File: src/verilog/exec_pkg.sv
// Shared definitions for the execute subsystem
//   op_e        operation codes
//   exec_cmd_t  command word set from the issue side
//   exec_cpl_t  completion record returned in order
//   alu_out_t   ALU value and compare flag
//   MEM_DEPTH / MEM_AW  data memory size and address width
`default_nettype none

package exec_pkg;

    // Data memory geometry
    localparam int MEM_DEPTH = 256;             // Words
    localparam int MEM_AW    = $clog2(MEM_DEPTH);

    // Operation codes, 7 bits like the RISC-V opcode field
    typedef enum logic [6:0] {
        OP_ADD = 7'd0,
        OP_SUB = 7'd1,
        OP_AND = 7'd2,
        OP_OR  = 7'd3,
        OP_BEQ = 7'd4,
        OP_BNE = 7'd5,
        OP_LW  = 7'd6,  // operand1 is the word address
        OP_SW  = 7'd7   // operand2 is the store data
    } op_e;

    // One command from the issue side
    typedef struct packed {
        op_e         op;
        logic [31:0] operand1;
        logic [31:0] operand2;
    } exec_cmd_t;

    // One completion record
    typedef struct packed {
        op_e         op;            // Echo of the command code
        logic [31:0] result;        // ALU value, load data or zero
        logic        branch_taken;
        logic [31:0] target;        // operand1 when taken, else zero
        logic        illegal;       // Unknown op code
    } exec_cpl_t;

    // ALU result as seen by the stage
    typedef struct packed {
        logic [31:0] value;
        logic        taken;         // Branch condition met
    } alu_out_t;

endpackage

`default_nettype wire

File: src/verilog/exec_alu.sv
// Combinational ALU for the execute stage
//   ADD, SUB, AND, OR value
//   BEQ / BNE condition from one equality compare
`timescale 1ns/100ps
`default_nettype none

module exec_alu import exec_pkg::*; (
    input  op_e         op,
    input  logic [31:0] operand1,
    input  logic [31:0] operand2,
    output alu_out_t    alu_out
);

    logic [31:0] sum;
    logic [31:0] diff;
    logic        equal;

    assign sum   = operand1 + operand2;   // Wraps at 32 bits
    assign diff  = operand1 - operand2;
    assign equal = (operand1 == operand2);

    // Value select
    always_comb begin
        case (op)
            OP_ADD: begin
                alu_out.value = sum;
            end
            OP_SUB: begin
                alu_out.value = diff;
            end
            OP_AND: begin
                alu_out.value = operand1 & operand2;
            end
            OP_OR: begin
                alu_out.value = operand1 | operand2;
            end
            default: begin
                alu_out.value = 32'd0;  // Branches, memory ops, unknown codes
            end
        endcase
    end

    // Branch condition, BNE is the inverted compare
    always_comb begin
        case (op)
            OP_BEQ: begin
                alu_out.taken = equal;
            end
            OP_BNE: begin
                alu_out.taken = ~equal;
            end
            default: begin
                alu_out.taken = 1'b0;
            end
        endcase
    end

endmodule

`default_nettype wire

File: config.mk
export PLATFORM = sky130hd
export DESIGN_NAME = exec_alu
export DESIGN_NICKNAME = d
export VERILOG_FILES = /design/src/verilog/exec_pkg.sv /design/src/verilog/exec_alu.sv
export SDC_FILE = /design/constraint.sdc
export NUM_CORES = 1
export LEC_CHECK = 0
export ABC_AREA = 1
export BUFFER_PORTS_ARGS = -buffer_cell sky130_fd_sc_hd__buf_2
export CORE_ASPECT_RATIO = 0.9
export CORE_UTILIZATION = 49
export DETAILED_ROUTE_END_ITERATION = 10
export PLACE_DENSITY = 0.77
export SYNTH_ARGS = -nofsm -noshare
export SYNTH_HDL_FRONTEND = slang
export SYNTH_SLANG_ARGS = --single-unit
File: constraint.sdc
create_clock -name vclk -period 2.5
set_input_delay 0.375 -clock vclk [all_inputs]
set_output_delay 0.375 -clock vclk [all_outputs]
set_load 0.005 [all_outputs]
### Word level (Yosys, flattened, before mapping)

Index checks and enable logic that the tools add are counted.

* bits in writable memories: 0
* output and inout port bits: 33
* memories kept: 0
* bits in read-only memories: 0
* logic and storage cells: 14
* bits in latches: 0
* register bits: 0
* input port bits: 71

* bitwise operators: 3
* magnitude comparators: 0
* equal/unequal tests: 6
* multiplexer cells: 2
* reduce and logical (&&, ||, !) cells: 1
* $mul: 0
* $add $sub $neg: 2
* div/mod/pow operators: 0
* shifts and indexed selects: 0

Operator list (number)
* $pmux W32 S4: 1
* $add A32 B32 Y32: 1
* $and A32 B32 Y32: 1
* $eq A32 B32 Y1: 1
* $or A32 B32 Y32: 1
* $sub A32 B32 Y32: 1
* $eq A7 B2 Y1 const B: 2
* $eq A7 B3 Y1 const B: 2
* $eq A7 B1 Y1 const B: 1
* $logic_not A7 Y1: 1
* $pmux W1 S2: 1
* $not A1 Y1: 1

### Longest topological paths before layout

* word-level depth: 3
* depth in mapped cells: 15

### Worst setup path before layout

Ideal clock, no wire load.

* path kind: input -> output
* from: input operand1[0]
* to: output alu_out[17] (netlist bit)
* arrival: 1.741 ns
* path buffers: 0
* data required time: 2.125 ns
* stages on the path: 13
* setup slack: 0.384 ns
* cell sequence: inv_1 -> ha_1 -> inv_1 -> fa_1 -> nand2_1 -> nand3_1 -> nand2_1 -> nand2_2 -> nand2_1 -> nand3_1 -> a21oi_1 -> o21ai_0 -> nand3_1

RTL lines
* start: declaration: line exec_alu.sv:9 `input logic [31:0] operand1,`
* end: declaration: line exec_alu.sv:11 `output alu_out_t alu_out`

==> flow_summary.yaml <==
global_routing:
  busiest_layer: "met2"
  antenna_found_initial: 1
  gr-usage-met3_pct: 4.91
  met2_usage_pct: 52.9
  grt_max_degree: 33
  grt_pass1_wl_um: 35900
  grtUsageTotal_pct: 32.9
  grt_pass1_vias: 7735
  use_met1_pct: 45.4
  global_route.overflow_total: 0
route:
  wl_per_cell_um: 14.6
  drc_errors: 0
  totalWireLength_um: 24000
  vias_per_cell: 5.28
  drtIter0Drc: 886
  ant_nets: 0
  first_pass_iters: 6
  dr_total_vias: 8684
hold_path:
  worst_hold_path_type: "in -> out"
  worstHoldPathCells: 4
  hold_end: "alu_out[0]"
  hold_start: "op[2]"
die:
  core_um2: 12700
  start_util_pct: 50.3
  row_count: 39
  die-height_um: 110
  ioPinCount: 104
  die-area_um2: 13500
  die_w_um: 123
layout:
  clkbuf_count: 0
  final_cells: 1646
  nets: 1661
  fill_cells: 1170
  final_common_cell: "nand2_1"
  synthToLayoutAreaGrowth_pct: 40.0
  antennaDiodeCount: 0
  final_cell_mix: "366 x nand2_1, 296 x inv_1, 142 x buf_4, 103 x buf_2, 95 x nand3_1"
  seqCellArea_um2: 0
  nFlopsAndLatches: 0
  drive_gt1_share_pct: 30.2
place:
  placed_cells: 1639
  gp_congestion: 1.01
  dp_hpwl_um: 19100
  dp_slack_ns: -0.154
  io_buffers: 104
timing:
  finalSetupViolCount: 2
  tightest_slew_ns: 0.497
  period_share_pct: 101
  min_period_ns: 2.51
  slew_headroom_pct: 66.9
  hold_ws_ns: 1.09
  fmax_mhz: 398
  rsz0062_at_grt: "yes"
  worst_slack_ns: -0.0130
  maxSlewViolCount: 0
  final_hold_viol_count: 0
run_status:
  violations: "negative setup slack"
  status: "complete, but fails checks"
power_and_ir_drop:
  p_leak_nw: 5.33
  p_per_area_nw_per_um2: 197
  peakVddDrop_v: 0.000103
  power_mw: 1.77
yosys:
  synth_top_cell_area_share_pct: 24.0
  ys_top_cells_by_area: "nand2_1 24%, ha_1 20%, inv_1 18%"
  synthCells: 1263
  yosysWarnings: 0
  synth_fp_nets: 1440
  ys_types: 39
  netlist_area_um2: 6400
  syn_area_per_cell_um2: 5.07
  synth_largest_area_cell: "nand2_1"
  synth_seq_area_share_pct: 0
worst_setup_path:
  path_buf_inv: 6
  worstPathRequired_ns: 2.12
  crit_cells: 14
  crit_chain: "buf_6, inv_4, ha_4, inv_2, fa_2, nand2_2, nand3_4, buf_4, a21oi_1, o21ai_0, o21ai_1, inv_1, o221ai_1, buf_2"
  start_kind: "primary input"
  cp_slowest_cell: "fa_2"
  cp_top_family: "buffers and inverters"
  cp_max_fo: 3
  cp_slowest_stage_delay_ns: 0.41
  criticalPathCategory: "in -> out"
  arrival_ns: 2.14
  worstSetupEndpointType: "output pin"
clocking:
  postCtsHoldBufs: 0
run:
  drv_cap: 0
synth_stat cells (2+ instances only):
library cell,n
a31oi_1,2
buf_4,10
nand3_1,111
ha_1,104
inv_1,313
nor2_1,95
o221ai_1,3
o21ai_0,26
nand3b_1,8
o22ai_1,28
fa_1,2
a21oi_1,42
and2_1,3
nor4_1,2
nand2_1,409
nand2_2,6
clkbuf_1,3
xor2_1,9
nor3_1,9
buf_6,4
nand3_2,4
nor2_4,2
nor2_2,12
inv_2,5
a21oi_2,5
o21bai_1,7
nand4_1,12
o211ai_1,6
buf_2,11
cell families after synthesis:
kind of cell             Yosys count  share of synthesized area, %
adder cells (fa/ha/maj)          106                          20.9
AND/OR/NAND/NOR                  678                          44.9
buffers and inverters            348                          21.7
AO/OA/AOI/OAI                    121                          11.1
XOR/XNOR                          10                          1.37
worst max path at each step:
stage | startpoint | end | slack (ns)
after floorplan | operand1[0] | alu_out[17] | 0.38
final | operand1[0] | alu_out[5] | -0.01
after global routing | operand1[0] | alu_out[5] | -0.06
after CTS | operand1[12] | alu_out[29] | -0.02
after global placement | operand2[7] | alu_out[17] | -0.15
after detailed placement | operand1[0] | alu_out[17] | -0.15
routing by layer:
layer | wire length, µm | vias to the layer above | share of wire [%]
met5 | 0 | - | 0
met4 | 835 | 0 | 3.5
met3 | 2450 | 77 | 10
met2 | 10600 | 468 | 44
met1 | 10100 | 3860 | 42
li1 | - | 4279 | -
cell type report:
| cell class | count | area [µm²] | area share, % |
|---|---|---|---|
| Inverter | 318 | 1200 | 13.3 |
| Timing Repair Buffer | 249 | 1650 | 18.4 |
| Multi-Input combinational cell | 915 | 5910 | 65.9 |
| Tap cell | 164 | 205 | 2.29 |
what timing repair did:
action | in CTS | in global routing
pin swaps | 3 | 31
gates resized for setup | 46 | 182
setup buffers | 0 | 8
setup endpoints to repair | 22 | 24
power breakdown:
| group | total [mW] | internal, mW | switching, mW | leakage [nW] |
|---|---|---|---|---|
| clock | 0 | 0 | 0 | 0 |
| combinational | 1.77 | 0.719 | 1.05 | 5.33 |
| sequential | 0 | 0 | 0 | 0 |
| total | 1.77 | 0.719 | 1.05 | 5.33 |
through the flow:
stage / util, % / instance area (µm²) / setup TNS, ns
2_1_floorplan: - / 6400 / 0
3_3_place_gp: 62.9 / 8010 / -0.781
3_5_place_dp: 62.9 / 8010 / -1.62
4_1_cts: 64.2 / 8180 / -0.0202
5_1_grt: 70.4 / 8960 / -0.565
6_report: 70.4 / 8960 / -0.0200
worst min-delay path, cell delays in order:
cell and delay [ns]:
buf_2 0.10, nand3b_1 0.08, a21oi_1 0.04, buf_2 0.12
No activity file was read; power rests on OpenSTA's default activity.
