$ cat config.mk
export PLATFORM = sky130hd
export DESIGN_NAME = exec_stage
export DESIGN_NICKNAME = d
export VERILOG_FILES = /design/src/verilog/exec_pkg.sv /design/src/verilog/exec_stage.sv
export SDC_FILE = /design/constraint.sdc
export NUM_CORES = 1
export LEC_CHECK = 0
export ABC_CLOCK_PERIOD_IN_PS = 2230
export BUFFER_PORTS_ARGS = -buffer_cell sky130_fd_sc_hd__buf_2
export CAP_MARGIN = 25
export CORE_AREA = 2 2 128 130
export CTS_CLUSTER_DIAMETER = 200
export DETAILED_ROUTE_END_ITERATION = 6
export DIE_AREA = 0 0 130 132
export GPL_TIMING_DRIVEN = 0
export SYNTH_ARGS = -nofsm -noshare
export SYNTH_HDL_FRONTEND = slang
export SYNTH_SLANG_ARGS = --single-unit
$ cat constraint.sdc
create_clock -name clk -period 2.23 [get_ports clk]
set_input_delay 0 -clock clk [delete_from_list [all_inputs] [get_ports clk]]
set_output_delay 0 -clock clk [all_outputs]
set_load 0.005 [all_outputs]
$ cat src/verilog/exec_pkg.sv
// Shared definitions for the execute subsystem
//   op_e        operation codes
//   exec_cmd_t  command word set from the issue side
//   exec_cpl_t  completion record returned in order
//   alu_out_t   ALU value and compare flag
//   MEM_DEPTH / MEM_AW  data memory size and address width
`default_nettype none

package exec_pkg;

    // Data memory geometry
    localparam int MEM_DEPTH = 256;             // Words
    localparam int MEM_AW    = $clog2(MEM_DEPTH);

    // Operation codes, 7 bits like the RISC-V opcode field
    typedef enum logic [6:0] {
        OP_ADD = 7'd0,
        OP_SUB = 7'd1,
        OP_AND = 7'd2,
        OP_OR  = 7'd3,
        OP_BEQ = 7'd4,
        OP_BNE = 7'd5,
        OP_LW  = 7'd6,  // operand1 is the word address
        OP_SW  = 7'd7   // operand2 is the store data
    } op_e;

    // One command from the issue side
    typedef struct packed {
        op_e         op;
        logic [31:0] operand1;
        logic [31:0] operand2;
    } exec_cmd_t;

    // One completion record
    typedef struct packed {
        op_e         op;            // Echo of the command code
        logic [31:0] result;        // ALU value, load data or zero
        logic        branch_taken;
        logic [31:0] target;        // operand1 when taken, else zero
        logic        illegal;       // Unknown op code
    } exec_cpl_t;

    // ALU result as seen by the stage
    typedef struct packed {
        logic [31:0] value;
        logic        taken;         // Branch condition met
    } alu_out_t;

endpackage

`default_nettype wire

$ cat src/verilog/exec_stage.sv
// Execute stage
//   Command accept with valid/ready, one command in flight
//   Decode of ALU, branch, load, store and illegal codes
//   One-cycle load wait on the memory read
//   Completion register held under back-pressure
`timescale 1ns/100ps
`default_nettype none

module exec_stage import exec_pkg::*; (
    input  logic              clk,
    input  logic              rst_n,

    // Command port
    input  logic              cmd_valid,
    output logic              cmd_ready,
    input  exec_cmd_t         cmd,

    // Completion port
    output logic              cpl_valid,
    input  logic              cpl_ready,
    output exec_cpl_t         cpl,

    // ALU
    output op_e               alu_op,
    output logic [31:0]       alu_a,
    output logic [31:0]       alu_b,
    input  alu_out_t          alu_out,

    // Data memory
    output logic              mem_en,
    output logic              mem_we,
    output logic [MEM_AW-1:0] mem_addr,
    output logic [31:0]       mem_wdata,
    input  logic [31:0]       mem_rdata
);

    logic      load_wait;   // LW issued, data arrives next edge
    logic      cmd_accept;
    logic      is_lw;
    logic      is_sw;
    exec_cpl_t imm_cpl;     // Record for single-cycle ops

    // Room when the completion slot frees this cycle and no load pending
    assign cmd_ready  = ~load_wait & (~cpl_valid | cpl_ready);
    assign cmd_accept = cmd_valid & cmd_ready;

    assign is_lw = (cmd.op == OP_LW);
    assign is_sw = (cmd.op == OP_SW);

    // Operands go straight to the ALU
    assign alu_op = cmd.op;
    assign alu_a  = cmd.operand1;
    assign alu_b  = cmd.operand2;

    // Memory access happens on the acceptance edge
    assign mem_en    = cmd_accept & (is_lw | is_sw);
    assign mem_we    = is_sw;
    assign mem_addr  = cmd.operand1[MEM_AW-1:0];   // Low bits select the word
    assign mem_wdata = cmd.operand2;

    // Decode into a completion record
    always_comb begin
        imm_cpl    = '0;
        imm_cpl.op = cmd.op;
        case (cmd.op)
            OP_ADD, OP_SUB, OP_AND, OP_OR: begin
                imm_cpl.result = alu_out.value;
            end
            OP_BEQ, OP_BNE: begin
                imm_cpl.branch_taken = alu_out.taken;
                imm_cpl.target       = alu_out.taken ? cmd.operand1 : 32'd0;
            end
            OP_LW, OP_SW: begin
                imm_cpl.result = 32'd0;   // LW result is filled from the memory
            end
            default: begin
                imm_cpl.illegal = 1'b1;
            end
        endcase
    end

    // Handshake state
    always_ff @(posedge clk or negedge rst_n) begin
        if (!rst_n) begin
            cpl_valid <= 1'b0;
            load_wait <= 1'b0;
        end else begin
            if (load_wait) begin
                // Read data is on mem_rdata now
                load_wait <= 1'b0;
                cpl_valid <= 1'b1;
            end else if (cmd_accept) begin
                load_wait <= is_lw;
                cpl_valid <= ~is_lw;   // Slot empties while the load waits
            end else if (cpl_valid && cpl_ready) begin
                cpl_valid <= 1'b0;
            end
        end
    end

    // Completion payload, only loaded when the slot is free
    always_ff @(posedge clk) begin
        if (load_wait) begin
            cpl <= '{
                op:           OP_LW,
                result:       mem_rdata,
                branch_taken: 1'b0,
                target:       32'd0,
                illegal:      1'b0
            };
        end else if (cmd_accept && !is_lw) begin
            cpl <= imm_cpl;
        end
    end

endmodule

`default_nettype wire

---- Yosys cells after proc, flatten, opt, wreduce, memory -nomap -nowiden ----
Index checks and enable logic that the tools add are counted.
word-level totals
  register bits ........................... 75
  bits of input ports ..................... 140
  output and inout bits ................... 188
  word-level logic and storage cells ...... 42
cells by class
  eq/ne operators ......................... 7
  mux-type cells .......................... 11
  bitwise operators ....................... 8
  reductions and logical operators ........ 9
operators by type and width
  kind                                                 count
  two-way mux 66 bit                                   2
  two-way mux 32 bit                                   2
  two-way mux 33 bit                                   1
  equality test 7 x 3 -> 1 bit, second input constant  4
  equality test 7 x 2 -> 1 bit, second input constant  2
  OR reduction 8 bit                                   1
  equality test 7 x 1 -> 1 bit, second input constant  1
  zero test 7 bit                                      1
  two-way mux 1 bit                                    6
  OR reduction 4 bit                                   1
  bitwise AND 1 bit                                    3
  inverter 1 bit                                       3
  nonzero test 3 bit                                   1
  logical AND 1 bit                                    2
  bitwise OR 1 bit                                     2
  nonzero test 2 bit                                   1
  OR reduction 2 bit                                   1
  zero test 1 bit                                      1

---- Logic depth before layout (Yosys ltp) ----
  depth after elaboration ................. 7
  mapped depth ............................ 6
  gate-level depth less buffers ........... 3

---- Worst setup path before layout ----
No wires, ideal clock.
  path kind ............................... flip-flop to flip-flop
  start ................................... register cpl_valid
  end ..................................... register cpl[34] in the netlist's numbering, enable pin
  arrival ................................. 2.008 ns
  data required time ...................... 1.841 ns
  setup slack ............................. -0.168 ns
  cell stages (with the launch flop) ...... 7
  clock period less this slack ............ 2.398 ns
  cells stage by stage .................... dfrtp_1 -> nor2b_1 -> clkbuf_1 -> a211o_1 -> clkbuf_1 -> buf_2 -> nand2_1
on the way
  word-level cells in the longest chain between the ends .. 6
RTL lines
  what                                 line               source
  start: declaration                   exec_stage.sv:19   output logic cpl_valid,
  start signal: assignment             exec_stage.sv:94   cpl_valid <= ~is_lw;
  inverter 1 bit                       exec_stage.sv:44   assign cmd_ready = ~load_wait & (~cpl_valid | cpl_ready);
  bitwise OR 1 bit                     exec_stage.sv:44
  bitwise AND 1 bit                    exec_stage.sv:44
  bitwise AND 1 bit                    exec_stage.sv:45   assign cmd_accept = cmd_valid & cmd_ready;
  logical AND 1 bit                    exec_stage.sv:111  end else if (cmd_accept && !is_lw) begin
  nonzero test 2 bit (no source line)  -
  end signal: assignment               exec_stage.sv:104  cpl <= '{
  end signal: assignment               exec_stage.sv:112  cpl <= imm_cpl;
  end: declaration                     exec_stage.sv:21   output exec_cpl_t cpl,
Every way passes these cells.
A chain may end at the register's enable or synchronous reset.

---- Worst setup path after layout ----
  start ................................... register load_wait
  end ..................................... register load_wait
on the way
  word-level cells in the longest chain between the ends .. 5
RTL lines
  what                      line              source
  start: declaration        exec_stage.sv:37  logic load_wait;
  start signal: assignment  exec_stage.sv:93  load_wait <= is_lw;
  inverter 1 bit            exec_stage.sv:44
  bitwise AND 1 bit         exec_stage.sv:44
  bitwise AND 1 bit         exec_stage.sv:45
  two-way mux 1 bit         exec_stage.sv:92  end else if (cmd_accept) begin
  two-way mux 1 bit (*)     exec_stage.sv:88  if (load_wait) begin
Every way passes the cells marked *; elsewhere a longest branch is shown, timed or not.

==> flow_summary.html <==
<table>
<tr><th>Metric</th><th>Value</th></tr>
<tr><th colspan="2">Run status</th></tr>
<tr><td>Result of the run</td><td>completed</td></tr>
<tr><th colspan="2">Route</th></tr>
<tr><td>Number of routed nets with antenna violations</td><td>0</td></tr>
<tr><td>Total via count after detailed routing</td><td>3,875</td></tr>
<tr><td>Detailed router's first-iteration violation count</td><td>105</td></tr>
<tr><td>Wire length per cell</td><td>15.7 um</td></tr>
<tr><td>Detailed Routing Iterations Pass 1</td><td>4</td></tr>
<tr><td>Remaining design rule violation count</td><td>0</td></tr>
<tr><td>WL final</td><td>14,700 um</td></tr>
<tr><td>Vias per inst</td><td>4.15</td></tr>
<tr><th colspan="2">Cells and area</th></tr>
<tr><td>Register Area</td><td>1830 um2</td></tr>
<tr><td>Area taken by multi-input logic gates</td><td>946 um2</td></tr>
<tr><td>Number of cells in the finished layout apart from fillers</td><td>934</td></tr>
<tr><td>Leading cell type in the layout, fill and taps excluded</td><td>sky130_fd_sc_hd__buf_2</td></tr>
<tr><td>Non-Filler Cell Area, Final</td><td>6780 um2</td></tr>
<tr><td>Most frequent cells in the layout</td><td>sky130_fd_sc_hd__buf_2 (299), sky130_fd_sc_hd__buf_4 (112), sky130_fd_sc_hd__dlygate4sd3_1 (99)</td></tr>
<tr><td>Number of antenna diodes</td><td>0</td></tr>
<tr><td>Net total in the final layout</td><td>853</td></tr>
<tr><td>Proportion of layout cells with a drive suffix above 1</td><td>0.648</td></tr>
<tr><td>Layout area overhead</td><td>83.4%</td></tr>
<tr><td>Final-layout fill cell count</td><td>1,473</td></tr>
<tr><th colspan="2">Logic synthesis</th></tr>
<tr><td>Flip-flop and latch count after synthesis</td><td>75</td></tr>
<tr><td>Post-synthesis cell type count</td><td>31</td></tr>
<tr><td>Share of the yosys chip area belonging to registers</td><td>0.495</td></tr>
<tr><td>Synthesized area divided by synthesized cell count</td><td>12.0 um2</td></tr>
<tr><td>Yosys warning total</td><td>0</td></tr>
<tr><td>Area of the mapped netlist</td><td>3700 um2</td></tr>
<tr><td>Number of nets produced by synthesis</td><td>448</td></tr>
<tr><td>Synth Instances</td><td>308</td></tr>
<tr><th colspan="2">Global route</th></tr>
<tr><td>Aggregate global-route resource usage</td><td>0.158</td></tr>
<tr><td>Grt total ovfl</td><td>0</td></tr>
<tr><td>Initial antenna violation count</td><td>0</td></tr>
<tr><td>Pin count of the biggest net entering global routing</td><td>33</td></tr>
<tr><td>Number of global-route vias before repair</td><td>3,919</td></tr>
<tr><td>Global-route wire length before repair</td><td>20,700 um</td></tr>
<tr><th colspan="2">Floorplanning</th></tr>
<tr><td>Die height</td><td>132 um</td></tr>
<tr><td>Row count</td><td>46</td></tr>
<tr><td>Initial Utilization</td><td>0.235</td></tr>
<tr><td>Die width</td><td>130 um</td></tr>
<tr><td>Area enclosed by the die boundary</td><td>17,200 um2</td></tr>
<tr><td>Area of the core region</td><td>15,700 um2</td></tr>
<tr><td>Number of primary I/O pins</td><td>328</td></tr>
<tr><th colspan="2">Placement</th></tr>
<tr><td>Cell total after placement</td><td>819</td></tr>
<tr><td>Setup slack at placement</td><td>-0.423 ns</td></tr>
<tr><td>Placed standard-cell area</td><td>5450 um2</td></tr>
<tr><td>Weighted congestion at the end of routability-driven global placement</td><td>0.784</td></tr>
<tr><td>HPWL Detailed</td><td>10,900 um</td></tr>
<tr><td>Port Buffer Count</td><td>295</td></tr>
<tr><th colspan="2">Worst setup path</th></tr>
<tr><td>Cells along the critical path</td><td>nand2b_2 &gt; or3_1 &gt; nor3_1 &gt; dlygate4sd3_1</td></tr>
<tr><td>WP data arrival</td><td>2.32 ns</td></tr>
<tr><td>Reg2reg path depth</td><td>4</td></tr>
<tr><td>Worst reg-to-reg setup slack</td><td>0.17 ns</td></tr>
<tr><td>Largest driver fanout on the critical path</td><td>8</td></tr>
<tr><td>Crit Path Category</td><td>flop to flop</td></tr>
<tr><td>Count of cell instances traversed by the critical path</td><td>4</td></tr>
<tr><td>CP startpoint kind</td><td>flop</td></tr>
<tr><td>Worst path bufs/invs</td><td>1</td></tr>
<tr><td>Capture point of the worst reg-to-reg path</td><td>load_wait</td></tr>
<tr><td>Reg2Reg Launch Point</td><td>load_wait</td></tr>
<tr><td>Critical path origin</td><td>load_wait</td></tr>
<tr><td>Critical path's top delay family</td><td>simple AND/OR/NAND/NOR gates</td></tr>
<tr><td>End point of the critical path</td><td>load_wait</td></tr>
<tr><td>Delay of the slowest cell on the worst path</td><td>0.58 ns</td></tr>
<tr><td>Master of the slowest instance on the critical path</td><td>sky130_fd_sc_hd__dlygate4sd3_1</td></tr>
<tr><td>Data required time at the worst endpoint</td><td>2.49 ns</td></tr>
<tr><td>Nature of the critical path endpoint</td><td>flop</td></tr>
<tr><th colspan="2">Timing</th></tr>
<tr><td>Normalized max-slew margin</td><td>0.567</td></tr>
<tr><td>RSZ-0062 raised after global routing</td><td>false</td></tr>
<tr><td>Portion of the clock cycle consumed by the worst path in the final layout</td><td>0.924</td></tr>
<tr><td>Final number of max-transition violations</td><td>0</td></tr>
<tr><td>Max Freq</td><td>0.486 GHz</td></tr>
<tr><td>Fin Hold WS</td><td>0.00250 ns</td></tr>
<tr><td>Least-Margin Pin Slew</td><td>0.649 ns</td></tr>
<tr><td>Endpoints failing hold</td><td>0</td></tr>
<tr><td>Worst Setup Slack, final</td><td>0.170 ns</td></tr>
<tr><td>Post-layout minimum cycle time</td><td>2.06 ns</td></tr>
<tr><td>Endpoints failing setup</td><td>0</td></tr>
<tr><td>Post-route clock skew</td><td>0.00367 ns</td></tr>
<tr><th colspan="2">CTS</th></tr>
<tr><td>Setup bufs post-CTS</td><td>0</td></tr>
<tr><td>Number of H-tree levels</td><td>3</td></tr>
<tr><td>CTS sink count</td><td>75</td></tr>
<tr><td>Clock root buffer master</td><td>sky130_fd_sc_hd__clkbuf_16</td></tr>
<tr><td>Clock latency of the later-clocked register in the worst-skew pair</td><td>0.33 ns</td></tr>
<tr><td>Clock tree from TritonCTS</td><td>yes</td></tr>
<tr><td>Clock edge transition at the registers on the reported setup and hold paths</td><td>0.06 ns</td></tr>
<tr><td>Total CTS buffers</td><td>9</td></tr>
<tr><td>Buffers from clock root to sink, at most</td><td>2</td></tr>
<tr><th colspan="2">Pwr</th></tr>
<tr><td>Maximum vdd drop</td><td>0.376 mV</td></tr>
<tr><td>Power density of the placed cells</td><td>558 nW/um2</td></tr>
<tr><td>Lkg Pwr</td><td>3.54 nW</td></tr>
<tr><td>Power, Total</td><td>3.78 mW</td></tr>
<tr><th colspan="2">Hold path</th></tr>
<tr><td>Min-Delay Path Class</td><td>primary input to async pin</td></tr>
<tr><th colspan="2">Flow run</th></tr>
<tr><td>MaxCap Viol Count</td><td>0</td></tr>
</table>
==> per-layer routing <==
| layer | part of all wire | vias up | GRT usage |
|---|---|---|---|
| met1 | 0.35 | 1799 | 0.155 |
| li1 | - | 1848 | - |
| met3 | 0.080 | 13 | 0.0394 |
| met5 | 0 | - | 0 |
| met2 | 0.56 | 215 | 0.323 |
| met4 | 0.010 | 0 | 0.0352 |
==> metrics by stage <==
| stage | util | TNS [ns] |
|---|---|---|
| after floorplan | - | 0 |
| after global placement | 0.347 | -13.81 |
| after detailed placement | 0.347 | -13.45 |
| after CTS | 0.431 | 0 |
| after global routing | 0.432 | 0 |
| final | 0.432 | 0 |
==> worst min path at each step <==
| stage | startpoint | endpoint | slack (ns) | depth (start not counted) |
|---|---|---|---|---|
| 2_1_floorplan | rst_n | cpl_valid | -0.30 | 0 |
| 3_3_place_gp | rst_n | cpl_valid | -0.21 | 1 |
| 3_5_place_dp | rst_n | cpl_valid | -0.21 | 1 |
| 4_1_cts | rst_n | cpl_valid | 0.004 | 2 |
| 5_1_grt | alu_out[20] | cpl[53] | 0.0004 | 2 |
| 6_report | rst_n | cpl_valid | 0.003 | 2 |
==> synth_stat cells <==
cell type	instances	area [um2]
sky130_fd_sc_hd__a32o_2	29	327
sky130_fd_sc_hd__edfxtp_1	32	961
sky130_fd_sc_hd__clkbuf_1	10	37.5
sky130_fd_sc_hd__nor2b_1	5	31.3
sky130_fd_sc_hd__or3b_1	1	8.76
sky130_fd_sc_hd__nand2b_1	1	6.26
sky130_fd_sc_hd__o31ai_1	1	7.51
sky130_fd_sc_hd__dfrtp_1	2	50.1
sky130_fd_sc_hd__nor4_1	1	6.26
sky130_fd_sc_hd__a31o_1	1	8.76
sky130_fd_sc_hd__buf_6	3	33.8
sky130_fd_sc_hd__a21oi_1	1	5.00
sky130_fd_sc_hd__buf_2	6	30.0
sky130_fd_sc_hd__or4bb_1	1	11.3
sky130_fd_sc_hd__nor2_1	6	22.5
sky130_fd_sc_hd__inv_1	2	7.51
sky130_fd_sc_hd__dfxtp_1	41	821
sky130_fd_sc_hd__a211o_1	1	8.76
sky130_fd_sc_hd__clkinv_1	1	3.75
sky130_fd_sc_hd__mux2_1	4	45.0
sky130_fd_sc_hd__or3_1	2	12.5
sky130_fd_sc_hd__nor4_4	2	42.5
sky130_fd_sc_hd__mux2i_1	2	20.0
sky130_fd_sc_hd__or4_4	1	11.3
sky130_fd_sc_hd__nand2_1	2	7.51
sky130_fd_sc_hd__nor3_1	1	5.00
sky130_fd_sc_hd__a22o_1	32	280
sky130_fd_sc_hd__buf_4	111	833
sky130_fd_sc_hd__nand3_1	1	5.00
sky130_fd_sc_hd__a32o_1	4	40.0
sky130_fd_sc_hd__and3b_1	1	8.76
==> kinds of logic after synthesis <==
group	synth area share
and+or+nand+nor	0.0484
AOI/OAI and AO/OA	0.183
DFF	0.495
buffers and inverters	0.256
muxes	0.0176
==> what timing repair did <==
action / CTS / global route
hold buffers: 98 / 1
endpoints found under the hold margin: 73 / 1
setup endpoints to repair: 45 / 45
pin swaps: 0 / 0
gates resized for setup: 5 / 2
==> power breakdown <==
part	total (mW)	leakage (nW)	switching (mW)	internal, mW
sequential	1.52	0.672	0.0216	1.50
combinational	0.723	2.72	0.275	0.448
clock	1.54	0.147	0.567	0.976
==> registers in the layout, summed over array words and instances (netlist names) <==
signal,count
load_wait,1
cpl_valid,1
cpl,73
==> layout make-up <==
cell class,count,area share
plain buffers,130,0.139
repair buffers,394,0.364
inverters,3,0.00166
clock inverters,7,0.0135
clock buffers,9,0.0332
multi-input cells,100,0.139
flip-flops and latches,75,0.270
well taps,216,0.0398
Note: power is estimated with default switching activity, not from simulation.
